**src/lane_pkg.sv**
```systemverilog
package lane_pkg;

  // Register file geometry
  localparam int unsigned VREG_WORDS = 4;
  localparam int unsigned NUM_VREGS  = 32;

  // One 64-bit slice of a vector register
  typedef logic [63:0] word_t;
  // Vector register number
  typedef logic [$clog2(NUM_VREGS)-1:0] vreg_t;
  // Word index inside one register
  typedef logic [$clog2(VREG_WORDS)-1:0] widx_t;
  // Operation length in words, 1 to VREG_WORDS
  typedef logic [2:0] vlen_t;
  // Bank address, register number above word index
  typedef logic [$bits(vreg_t)+$bits(widx_t)-1:0] vaddr_t;
  // Operation tag
  typedef logic [2:0] op_id_t;

  // One done bit per possible id
  localparam int unsigned NUM_IDS = 2 ** $bits(op_id_t);

  typedef enum logic [3:0] {
    VADD,
    VSUB,
    VAND,
    VOR,
    VXOR,
    VSLL,
    VSRL,
    VMIN,
    VMAX
  } alu_op_e;

  // Element width, 8 << code bits
  typedef enum logic [1:0] {
    E8,
    E16,
    E32,
    E64
  } ewidth_e;

  typedef struct packed {
    alu_op_e op;
    ewidth_e width;
    logic    signed_op;
    logic    masked;
    logic    use_imm;
    word_t   imm;
    vreg_t   vs1;
    vreg_t   vs2;
    vreg_t   vd;
    vlen_t   length;
    op_id_t  id;
  } operation_t;

  // Commit side of the ALU unit
  typedef enum logic {
    IDLE,
    COMMIT
  } commit_state_e;

endpackage

```
**src/lane_ifs.sv**
```systemverilog
// Issue-head operation as seen by the fetcher
interface issue_if;
  logic              valid;
  lane_pkg::vreg_t   vs1;
  lane_pkg::vreg_t   vs2;
  logic              masked;
  lane_pkg::vlen_t   length;

  modport alu (output valid, vs1, vs2, masked, length);
  modport fetch (input valid, vs1, vs2, masked, length);
endinterface

// One fetched operand set
interface operand_if;
  logic            valid;
  logic            ready;
  lane_pkg::word_t a;
  lane_pkg::word_t b;
  // All ones when unmasked
  lane_pkg::word_t m;
  // Last word of the operation
  logic            last;

  modport source (output valid, a, b, m, last, input ready);
  modport sink (input valid, a, b, m, last, output ready);
endinterface


```
**src/operand_fetch.sv**
```systemverilog
module operand_fetch (
  input  logic                   clk_i,
  input  logic                   rst_ni,
  // Issue-head operation
  issue_if.fetch                 issue,
  // Bank read ports, data one cycle after address
  output lane_pkg::vaddr_t [2:0] rd_addr_o,
  input  lane_pkg::word_t  [2:0] rd_data_i,
  // Operand sets towards the ALU unit
  operand_if.source              opnd
);

  // Read side
  lane_pkg::widx_t widx_q;
  logic            fetch_done_q;
  logic            rd_pend_q;
  logic            pend_last_q;

  // Operand register and skid slot, index 0 a, 1 b, 2 m
  logic                  opnd_valid_q;
  lane_pkg::word_t [2:0] opnd_q;
  logic                  opnd_last_q;
  logic                  skid_valid_q;
  lane_pkg::word_t [2:0] skid_q;
  logic                  skid_last_q;

  logic                  xfer;
  logic                  reg_free;
  logic                  last_word;
  logic                  rd_issue;
  logic [1:0]            occupancy;
  lane_pkg::word_t [2:0] landing;

  assign rd_addr_o[0] = {issue.vs1, widx_q};
  assign rd_addr_o[1] = {issue.vs2, widx_q};
  // Mask always comes from v0
  assign rd_addr_o[2] = {lane_pkg::vreg_t'(0), widx_q};

  assign last_word = lane_pkg::vlen_t'(widx_q) == issue.length - lane_pkg::vlen_t'(1);
  assign xfer      = opnd_valid_q && opnd.ready;
  assign reg_free  = !opnd_valid_q || xfer;

  // Sets held or in flight once this cycle's transfer is gone
  assign occupancy = 2'(opnd_valid_q) + 2'(skid_valid_q) + 2'(rd_pend_q) - 2'(xfer);
  // Never more reads out than the two slots can catch
  assign rd_issue  = issue.valid && !fetch_done_q && (occupancy < 2'd2);

  assign landing[0] = rd_data_i[0];
  assign landing[1] = rd_data_i[1];
  assign landing[2] = issue.masked ? rd_data_i[2] : '1;

  assign opnd.valid = opnd_valid_q;
  assign opnd.a     = opnd_q[0];
  assign opnd.b     = opnd_q[1];
  assign opnd.m     = opnd_q[2];
  assign opnd.last  = opnd_last_q;

  always_ff @(posedge clk_i or negedge rst_ni) begin
    if (!rst_ni) begin
      widx_q       <= '0;
      fetch_done_q <= 1'b0;
      rd_pend_q    <= 1'b0;
      pend_last_q  <= 1'b0;
      opnd_valid_q <= 1'b0;
      skid_valid_q <= 1'b0;
    end else begin
      rd_pend_q <= rd_issue;
      if (rd_issue) begin
        pend_last_q <= last_word;
        widx_q      <= last_word ? '0 : widx_q + lane_pkg::widx_t'(1);
        // Wait here until the head is popped
        if (last_word) begin
          fetch_done_q <= 1'b1;
        end
      end
      // Head pops with its last set, next op starts
      if (xfer && opnd_last_q) begin
        fetch_done_q <= 1'b0;
      end
      // Skid drains first to keep word order
      if (reg_free) begin
        opnd_valid_q <= skid_valid_q || rd_pend_q;
        skid_valid_q <= skid_valid_q && rd_pend_q;
      end else if (rd_pend_q) begin
        skid_valid_q <= 1'b1;
      end
    end
  end

  always_ff @(posedge clk_i) begin
    if (reg_free && skid_valid_q) begin
      opnd_q      <= skid_q;
      opnd_last_q <= skid_last_q;
    end else if (reg_free && rd_pend_q) begin
      opnd_q      <= landing;
      opnd_last_q <= pend_last_q;
    end
    // Landing data parks in the skid slot
    if (rd_pend_q && (!reg_free || skid_valid_q)) begin
      skid_q      <= landing;
      skid_last_q <= pend_last_q;
    end
  end

  // Offered set stays put until the ALU unit takes it
  assert property (@(posedge clk_i) disable iff (!rst_ni)
    opnd.valid && !opnd.ready |=> opnd.valid && $stable(opnd.a) && $stable(opnd.last));

endmodule

```
**src/flat_wrapper.sv**
```systemverilog
// flat-port wrapper written by rule: the top's interface ports become plain ports
module operand_fetch_flat 
  (clk_i, rst_ni, rd_addr_o, rd_data_i, issue_valid, issue_vs1, issue_vs2, issue_masked, issue_length, opnd_valid, opnd_a, opnd_b, opnd_m, opnd_last, opnd_ready);
  issue_if issue_i ();
  operand_if opnd_i ();
  input  logic clk_i;
  input  logic rst_ni;
  output lane_pkg::vaddr_t [2:0] rd_addr_o;
  input  lane_pkg::word_t  [2:0] rd_data_i;
  input wire logic [$bits(issue_i.valid)-1:0] issue_valid;
  input wire logic [$bits(issue_i.vs1)-1:0] issue_vs1;
  input wire logic [$bits(issue_i.vs2)-1:0] issue_vs2;
  input wire logic [$bits(issue_i.masked)-1:0] issue_masked;
  input wire logic [$bits(issue_i.length)-1:0] issue_length;
  output wire logic [$bits(opnd_i.valid)-1:0] opnd_valid;
  output wire logic [$bits(opnd_i.a)-1:0] opnd_a;
  output wire logic [$bits(opnd_i.b)-1:0] opnd_b;
  output wire logic [$bits(opnd_i.m)-1:0] opnd_m;
  output wire logic [$bits(opnd_i.last)-1:0] opnd_last;
  input wire logic [$bits(opnd_i.ready)-1:0] opnd_ready;
  assign issue_i.valid = issue_valid;
  assign issue_i.vs1 = issue_vs1;
  assign issue_i.vs2 = issue_vs2;
  assign issue_i.masked = issue_masked;
  assign issue_i.length = issue_length;
  assign opnd_valid = opnd_i.valid;
  assign opnd_a = opnd_i.a;
  assign opnd_b = opnd_i.b;
  assign opnd_m = opnd_i.m;
  assign opnd_last = opnd_i.last;
  assign opnd_i.ready = opnd_ready;
  operand_fetch u_core (.clk_i(clk_i), .rst_ni(rst_ni), .issue(issue_i), .rd_addr_o(rd_addr_o), .rd_data_i(rd_data_i), .opnd(opnd_i));
endmodule
```
**config.mk**
```make
export PLATFORM = sky130hd
export DESIGN_NAME = operand_fetch_flat
export DESIGN_NICKNAME = d
export VERILOG_FILES = /design/src/lane_pkg.sv /design/src/lane_ifs.sv /design/src/operand_fetch.sv /design/src/flat_wrapper.sv
export SDC_FILE = /design/constraint.sdc
export NUM_CORES = 1
export LEC_CHECK = 0
export BUFFER_PORTS_ARGS = -buffer_cell sky130_fd_sc_hd__buf_2
export CAP_MARGIN = 20
export CORE_UTILIZATION = 52
export CTS_CLUSTER_SIZE = 28
export DETAILED_ROUTE_END_ITERATION = 8
export PLACE_DENSITY_LB_ADDON = 0.3
export SLEW_MARGIN = 20
export SYNTH_ARGS = -nofsm -noshare
export SYNTH_HDL_FRONTEND = slang
export SYNTH_SLANG_ARGS = --single-unit
```
**constraint.sdc**
```tcl
create_clock -name clk_i -period 11.2 [get_ports clk_i]
set_clock_uncertainty 0.1 [all_clocks]
set_input_delay 1.12 -clock clk_i [delete_from_list [all_inputs] [get_ports clk_i]]
set_output_delay 1.12 -clock clk_i [all_outputs]
set_load 0.005 [all_outputs]
```
**Yosys cells after proc, flatten, opt, wreduce, memory -nomap -nowiden**

Cells that the tools add are included.

- Bits in registers: 393
- Bits of input ports: 210
- Word-level logic and storage cells: 51

- Add/subtract/negate cells: 5
- Magnitude comparators: 1
- Eq/ne operators: 1
- Muxes and demuxes: 11
- Reductions and logical operators: 19

Operator list:

| kind | number |
|---|---|
| 2-to-1 mux 192 bit | 2 |
| 2-to-1 mux 64 bit | 1 |
| logical AND 1 bit | 8 |
| nonzero test 2 bit | 4 |
| 2-to-1 mux 1 bit | 7 |
| == test 2 x 3 -> 1 bit | 1 |
| logical NOT 1 bit | 3 |
| logical OR 1 bit | 3 |
| subtractor 3 x 1 -> 3 bit (second input constant) | 1 |
| adder 1 x 1 -> 2 bit | 1 |
| adder 2 x 1 -> 2 bit | 1 |
| adder 2 x 1 -> 2 bit (second input constant) | 1 |
| less-than comparator 2 bit (second input constant) | 1 |
| 2-to-1 mux 2 bit | 1 |
| AND reduction 2 bit | 1 |
| subtractor 2 x 1 -> 2 bit | 1 |

**Longest topological paths before layout**

- Depth in word-level cells: 7
- Depth in mapped cells: 8
- Gate-level depth less buffers: 8

**Least setup slack after synthesis**

No wires, ideal clock.

- Kind: input-to-reg
- Start: input opnd_ready
- End: register u_core.skid_last_q, enable pin
- Library setup time: 752 ps
- Data arrival time: 9354 ps
- Data required time: 10348 ps
- Slack: 994 ps
- Cell stages on the path: 3
- Buffers on the path: 0
- Cell sequence: nor2b_1 nor2_1 nor2_1

- Longest elaborated chain between the ends: 5

Ends and longest elaborated chain:

| element | RTL line | RTL |
|---|---|---|
| start: declaration | flat_wrapper.sv:20 | `input wire logic [$bits(opnd_i.ready)-1:0] opnd_ready;` |
| logical AND 1 bit | operand_fetch.sv:40 | `assign xfer = opnd_valid_q && opnd.ready;` |
| logical OR 1 bit | operand_fetch.sv:41 | `assign reg_free = !opnd_valid_q \|\| xfer;` |
| logical NOT 1 bit | operand_fetch.sv:99 | `if (rd_pend_q && (!reg_free \|\| skid_valid_q)) begin` |
| logical OR 1 bit | operand_fetch.sv:99 |  |
| logical AND 1 bit | operand_fetch.sv:99 |  |
| end signal: assignment | operand_fetch.sv:101 | `skid_last_q <= pend_last_q;` |
| end: declaration | operand_fetch.sv:25 | `logic skid_last_q;` |

No other way between the ends.
A chain may end at the register's enable or synchronous reset.

**Final worst setup path**

- Start: input opnd_ready
- End: register u_core.opnd_q (netlist bit u_core.opnd.a[0]) (data pin)

- Longest elaborated chain between the ends: 4

Ends and longest elaborated chain:

| element | RTL line | RTL |
|---|---|---|
| logical AND 1 bit | operand_fetch.sv:40 |  |
| logical OR 1 bit | operand_fetch.sv:41 |  |
| logical AND 1 bit | operand_fetch.sv:91 | `if (reg_free && skid_valid_q) begin` |
| 2-to-1 mux 192 bit | operand_fetch.sv:91 |  |
| end signal: assignment | operand_fetch.sv:92 | `opnd_q <= skid_q;` |
| end signal: assignment | operand_fetch.sv:95 | `opnd_q <= landing;` |
| end: declaration | operand_fetch.sv:21 | `lane_pkg::word_t [2:0] opnd_q;` |

No other way between the ends.

==> results.sh <==
export IMPL_status="finished clean"
export IMPL_post_cts_setup_buffer_count=0
export IMPL_end_kind="flop"
export IMPL_place_gp_congestion=0.751
export IMPL_finalCriticalPeriod_ps=3300
export IMPL_finalSetupTns_ps=0
export IMPL_hold_path_class="in2async"
export IMPL_finalNetCount=1352
export IMPL_dieArea_um2=30200
export IMPL_cp_depth=5
export IMPL_rsz0062_at_grt="no"
export IMPL_required_ps=11360
export IMPL_postCtsHoldBufs=0
export IMPL_vdd_ir_drop_max_v=0.000149
export IMPL_cts_made_buffers=40
export IMPL_grtUsageTotal_pct=19.8
export IMPL_overflow=0
export IMPL_cts_buffer_depth=3
export IMPL_cts_max_level=2
export IMPL_rows=62
export IMPL_cap_violations=0
export IMPL_p_leak_nw=7.37
export IMPL_synth_distinct_cells=29
export IMPL_synth_edff_count=386
export IMPL_avgRoutedWirePerCell_um=19.5
export IMPL_syn_to_final_growth_pct=22.8
export IMPL_grt_pass1_vias=7902
export IMPL_firstDrtPassIters=4
export IMPL_synth_seq_area_share_pct=76.6
export IMPL_drive_gt1_share_pct=50.4
export IMPL_p_switching_w=0.00115
export IMPL_path_class="in2reg"
export IMPL_ant_nets=0
export IMPL_fin_crit_sh_pct=29.5
export IMPL_hold_ws_ps=330
export IMPL_fmax_mhz=303
export IMPL_ys_ff_latch=393
export IMPL_syn_avg_cell_area_um2=20.9
export IMPL_vias=7738
export IMPL_setup_viol=0
export IMPL_postSynth_asyncResetShare_pct=1.78
export IMPL_tightest_slew_ps=1170
export IMPL_clk_latency_ps=510
export IMPL_reg2reg_depth=4
export IMPL_grt_max_degree=194
export IMPL_finalHoldViolCount=0
export IMPL_core_um2=28900
export IMPL_powerDensity_nw_per_um2=236
export IMPL_drc=0
export IMPL_initial_core_util_pct=53.2
export IMPL_yosys_warnings=0
export IMPL_synth_area_um2=15400
export IMPL_dpl_hpwl_mm=20.1
export IMPL_combPwrFrac_pct=20.9
export IMPL_internal_power_w=0.00329
export IMPL_die_h_um=174
export IMPL_die_x_um=174
export IMPL_antenna_found_initial=9
export IMPL_path_max_fanout=147
export IMPL_port_buffers=399
export IMPL_total_power_w=0.00445
export IMPL_vias_per_cell=4.96
export IMPL_postRouteWirelength_mm=30.5
export IMPL_rr_endpoint="u_core.opnd.b[21]$_DFFE_PP_"
export IMPL_syn_inst=735
export IMPL_cts_clk_slew_worst_paths_ps=60
export IMPL_cpMaxStageDelayCell="buf_12"
export IMPL_grt_pass1_wl_mm=45.5
export IMPL_fill_cells=2092
export IMPL_critical_path_max_stage_delay_ps=650
export IMPL_cts_tree="done"
export IMPL_slew_headroom_pct=21.7
export IMPL_drt_iter0_markers=489
export IMPL_clock_sinks=393
export IMPL_pin_count=425
export IMPL_timing_critical_path_buf_inv=2
export IMPL_yosys_most_used_dff="edfxtp_1"
export IMPL_power_frac_seq_pct=49.8
export IMPL_pwr_share_clk_pct=29.2
export IMPL_cts_resized=0
export IMPL_cpLargestDelayFamily="simple AND/OR/NAND/NOR gates"
export IMPL_slew_viol_final=0
export IMPL_rr_startpoint="u_core.opnd.valid$_DFFE_PN0N_"
export IMPL_critical_path_arrival_ps=3460
export IMPL_start_kind="input pin"
export IMPL_path_cells="buf_2 -> nand2b_2 -> nand2_4 -> buf_12 -> mux2_2"
export IMPL_cts_root_buf="clkbuf_16"
export IMPL_regToRegSetupSlack_ps=8220
export IMPL_p_sw_share_pct=25.9
per-layer routing:
| layer | part of all wire (%) | wire [um] | track usage [%] | up-vias |
|---|---|---|---|---|
| met1 | 40 | 12300 | 24.4 | 3766 |
| met5 | 0.036 | 11 | 0 | - |
| met3 | 7.7 | 2350 | 5.99 | 60 |
| met2 | 49 | 15000 | 33.2 | 296 |
| li1 | - | - | - | 3614 |
| met4 | 2.7 | 816 | 7.09 | 2 |
logic make-up after synthesis:
| group | after synthesis | synth area share, % |
|---|---|---|
| and+or+nand+nor | 79 | 3.10 |
| other | 1 | 0.0244 |
| DFF | 393 | 76.6 |
| xor gates and xnor gates | 3 | 0.171 |
| buffers and inverters | 54 | 2.74 |
| adders and majority gates | 3 | 0.244 |
| muxes | 196 | 16.9 |
| AOI/OAI and AO/OA | 6 | 0.269 |
cell usage after synthesis (3+ instances only):
library cell	instances	share of area, %
mux2_4	100	9.8
nand2b_1	64	2.6
nor2_1	4	0.098
nand2_1	5	0.12
inv_1	7	0.17
edfxtp_1	386	75
buf_2	9	0.29
buf_6	17	1.2
dfrtp_1	7	1.1
ha_1	3	0.24
mux2_1	70	5.1
buf_4	21	1.0
mux2_2	23	1.7
per-stage QoR:
stage	worst slack [ps]	cell area (um^2)	cells	util [%]
2_1_floorplan	994	15400	739	-
3_3_place_gp	7480	17600	1481	60.8
3_5_place_dp	7450	17600	1481	60.8
4_1_cts	7990	18800	1552	65.3
5_1_grt	7840	18800	1556	65.3
6_report	7900	18900	1560	65.4
layout by cell type (no fill, tap or decap), types with 5 or more instances in the layout:
| cell | count |
|---|---|
| buf_2 | 399 |
| edfxtp_1 | 386 |
| mux2_4 | 100 |
| mux2_1 | 70 |
| nand2b_1 | 64 |
| clkbuf_16 | 41 |
| mux2_2 | 23 |
| clkbuf_1 | 10 |
| diode_2 | 8 |
| inv_1 | 7 |
| dfrtp_1 | 7 |
| clkinv_1 | 6 |
| conb_1 | 5 |
| clkinv_2 | 5 |
sequential cells by signal, summed over array words and instances, names as in the netlist:
register             flops
u_core.rd_pend_q         1
u_core.pend_last_q       1
u_core.skid_last_q       1
u_core.opnd.m           64
u_core.fetch_done_q      1
u_core.opnd.last         1
u_core.widx_q            2
u_core.skid_q          192
u_core.opnd.b           64
u_core.opnd.a           64
u_core.opnd.valid        1
u_core.skid_valid_q      1
power groups by stage:
stage	clock, W	combinational (W)	sequential [W]
after global placement	0	0.000929	0.00223
final	0.00130	0.000931	0.00222
after global routing	0.00139	0.00100	0.00225
after CTS	0.00133	0.000948	0.00222
after floorplan	0	0.000512	0.00240
after detailed placement	0	0.000945	0.00225
worst max-delay path by stage:
| stage | startpoint | to |
|---|---|---|
| after global routing | opnd_ready | u_core.opnd.a[0]$_DFFE_PP_ |
| after detailed placement | opnd_ready | u_core.opnd.m[63]$_DFFE_PP_ |
| after global placement | opnd_ready | u_core.opnd.m[63]$_DFFE_PP_ |
| after floorplan | opnd_ready | u_core.skid_last_q$_DFFE_PP_ |
| after CTS | opnd_ready | u_core.opnd.a[0]$_DFFE_PP_ |
| final | opnd_ready | u_core.opnd.a[0]$_DFFE_PP_ |
worst register-to-register path, stage by stage (launching register included):
cell and delay, ps:
dfrtp_1 430, nor2b_1 200, nor2_4 120, buf_4 700
buf_4 980
area by class of cell:
class,count,area (um^2),share of cell area (%)
Clock buffer,53,1090,5.79
Timing Repair Buffer,405,2070,11.0
Clock inverter,18,194,1.03
Inverter,7,26.3,0.139
Multi-Input combinational cell,292,3210,17.0
Tap cell,384,480,2.55
Antenna cell,8,20.0,0.106
Sequential cell,393,11800,62.4
Power figures use the tool's default switching activity.
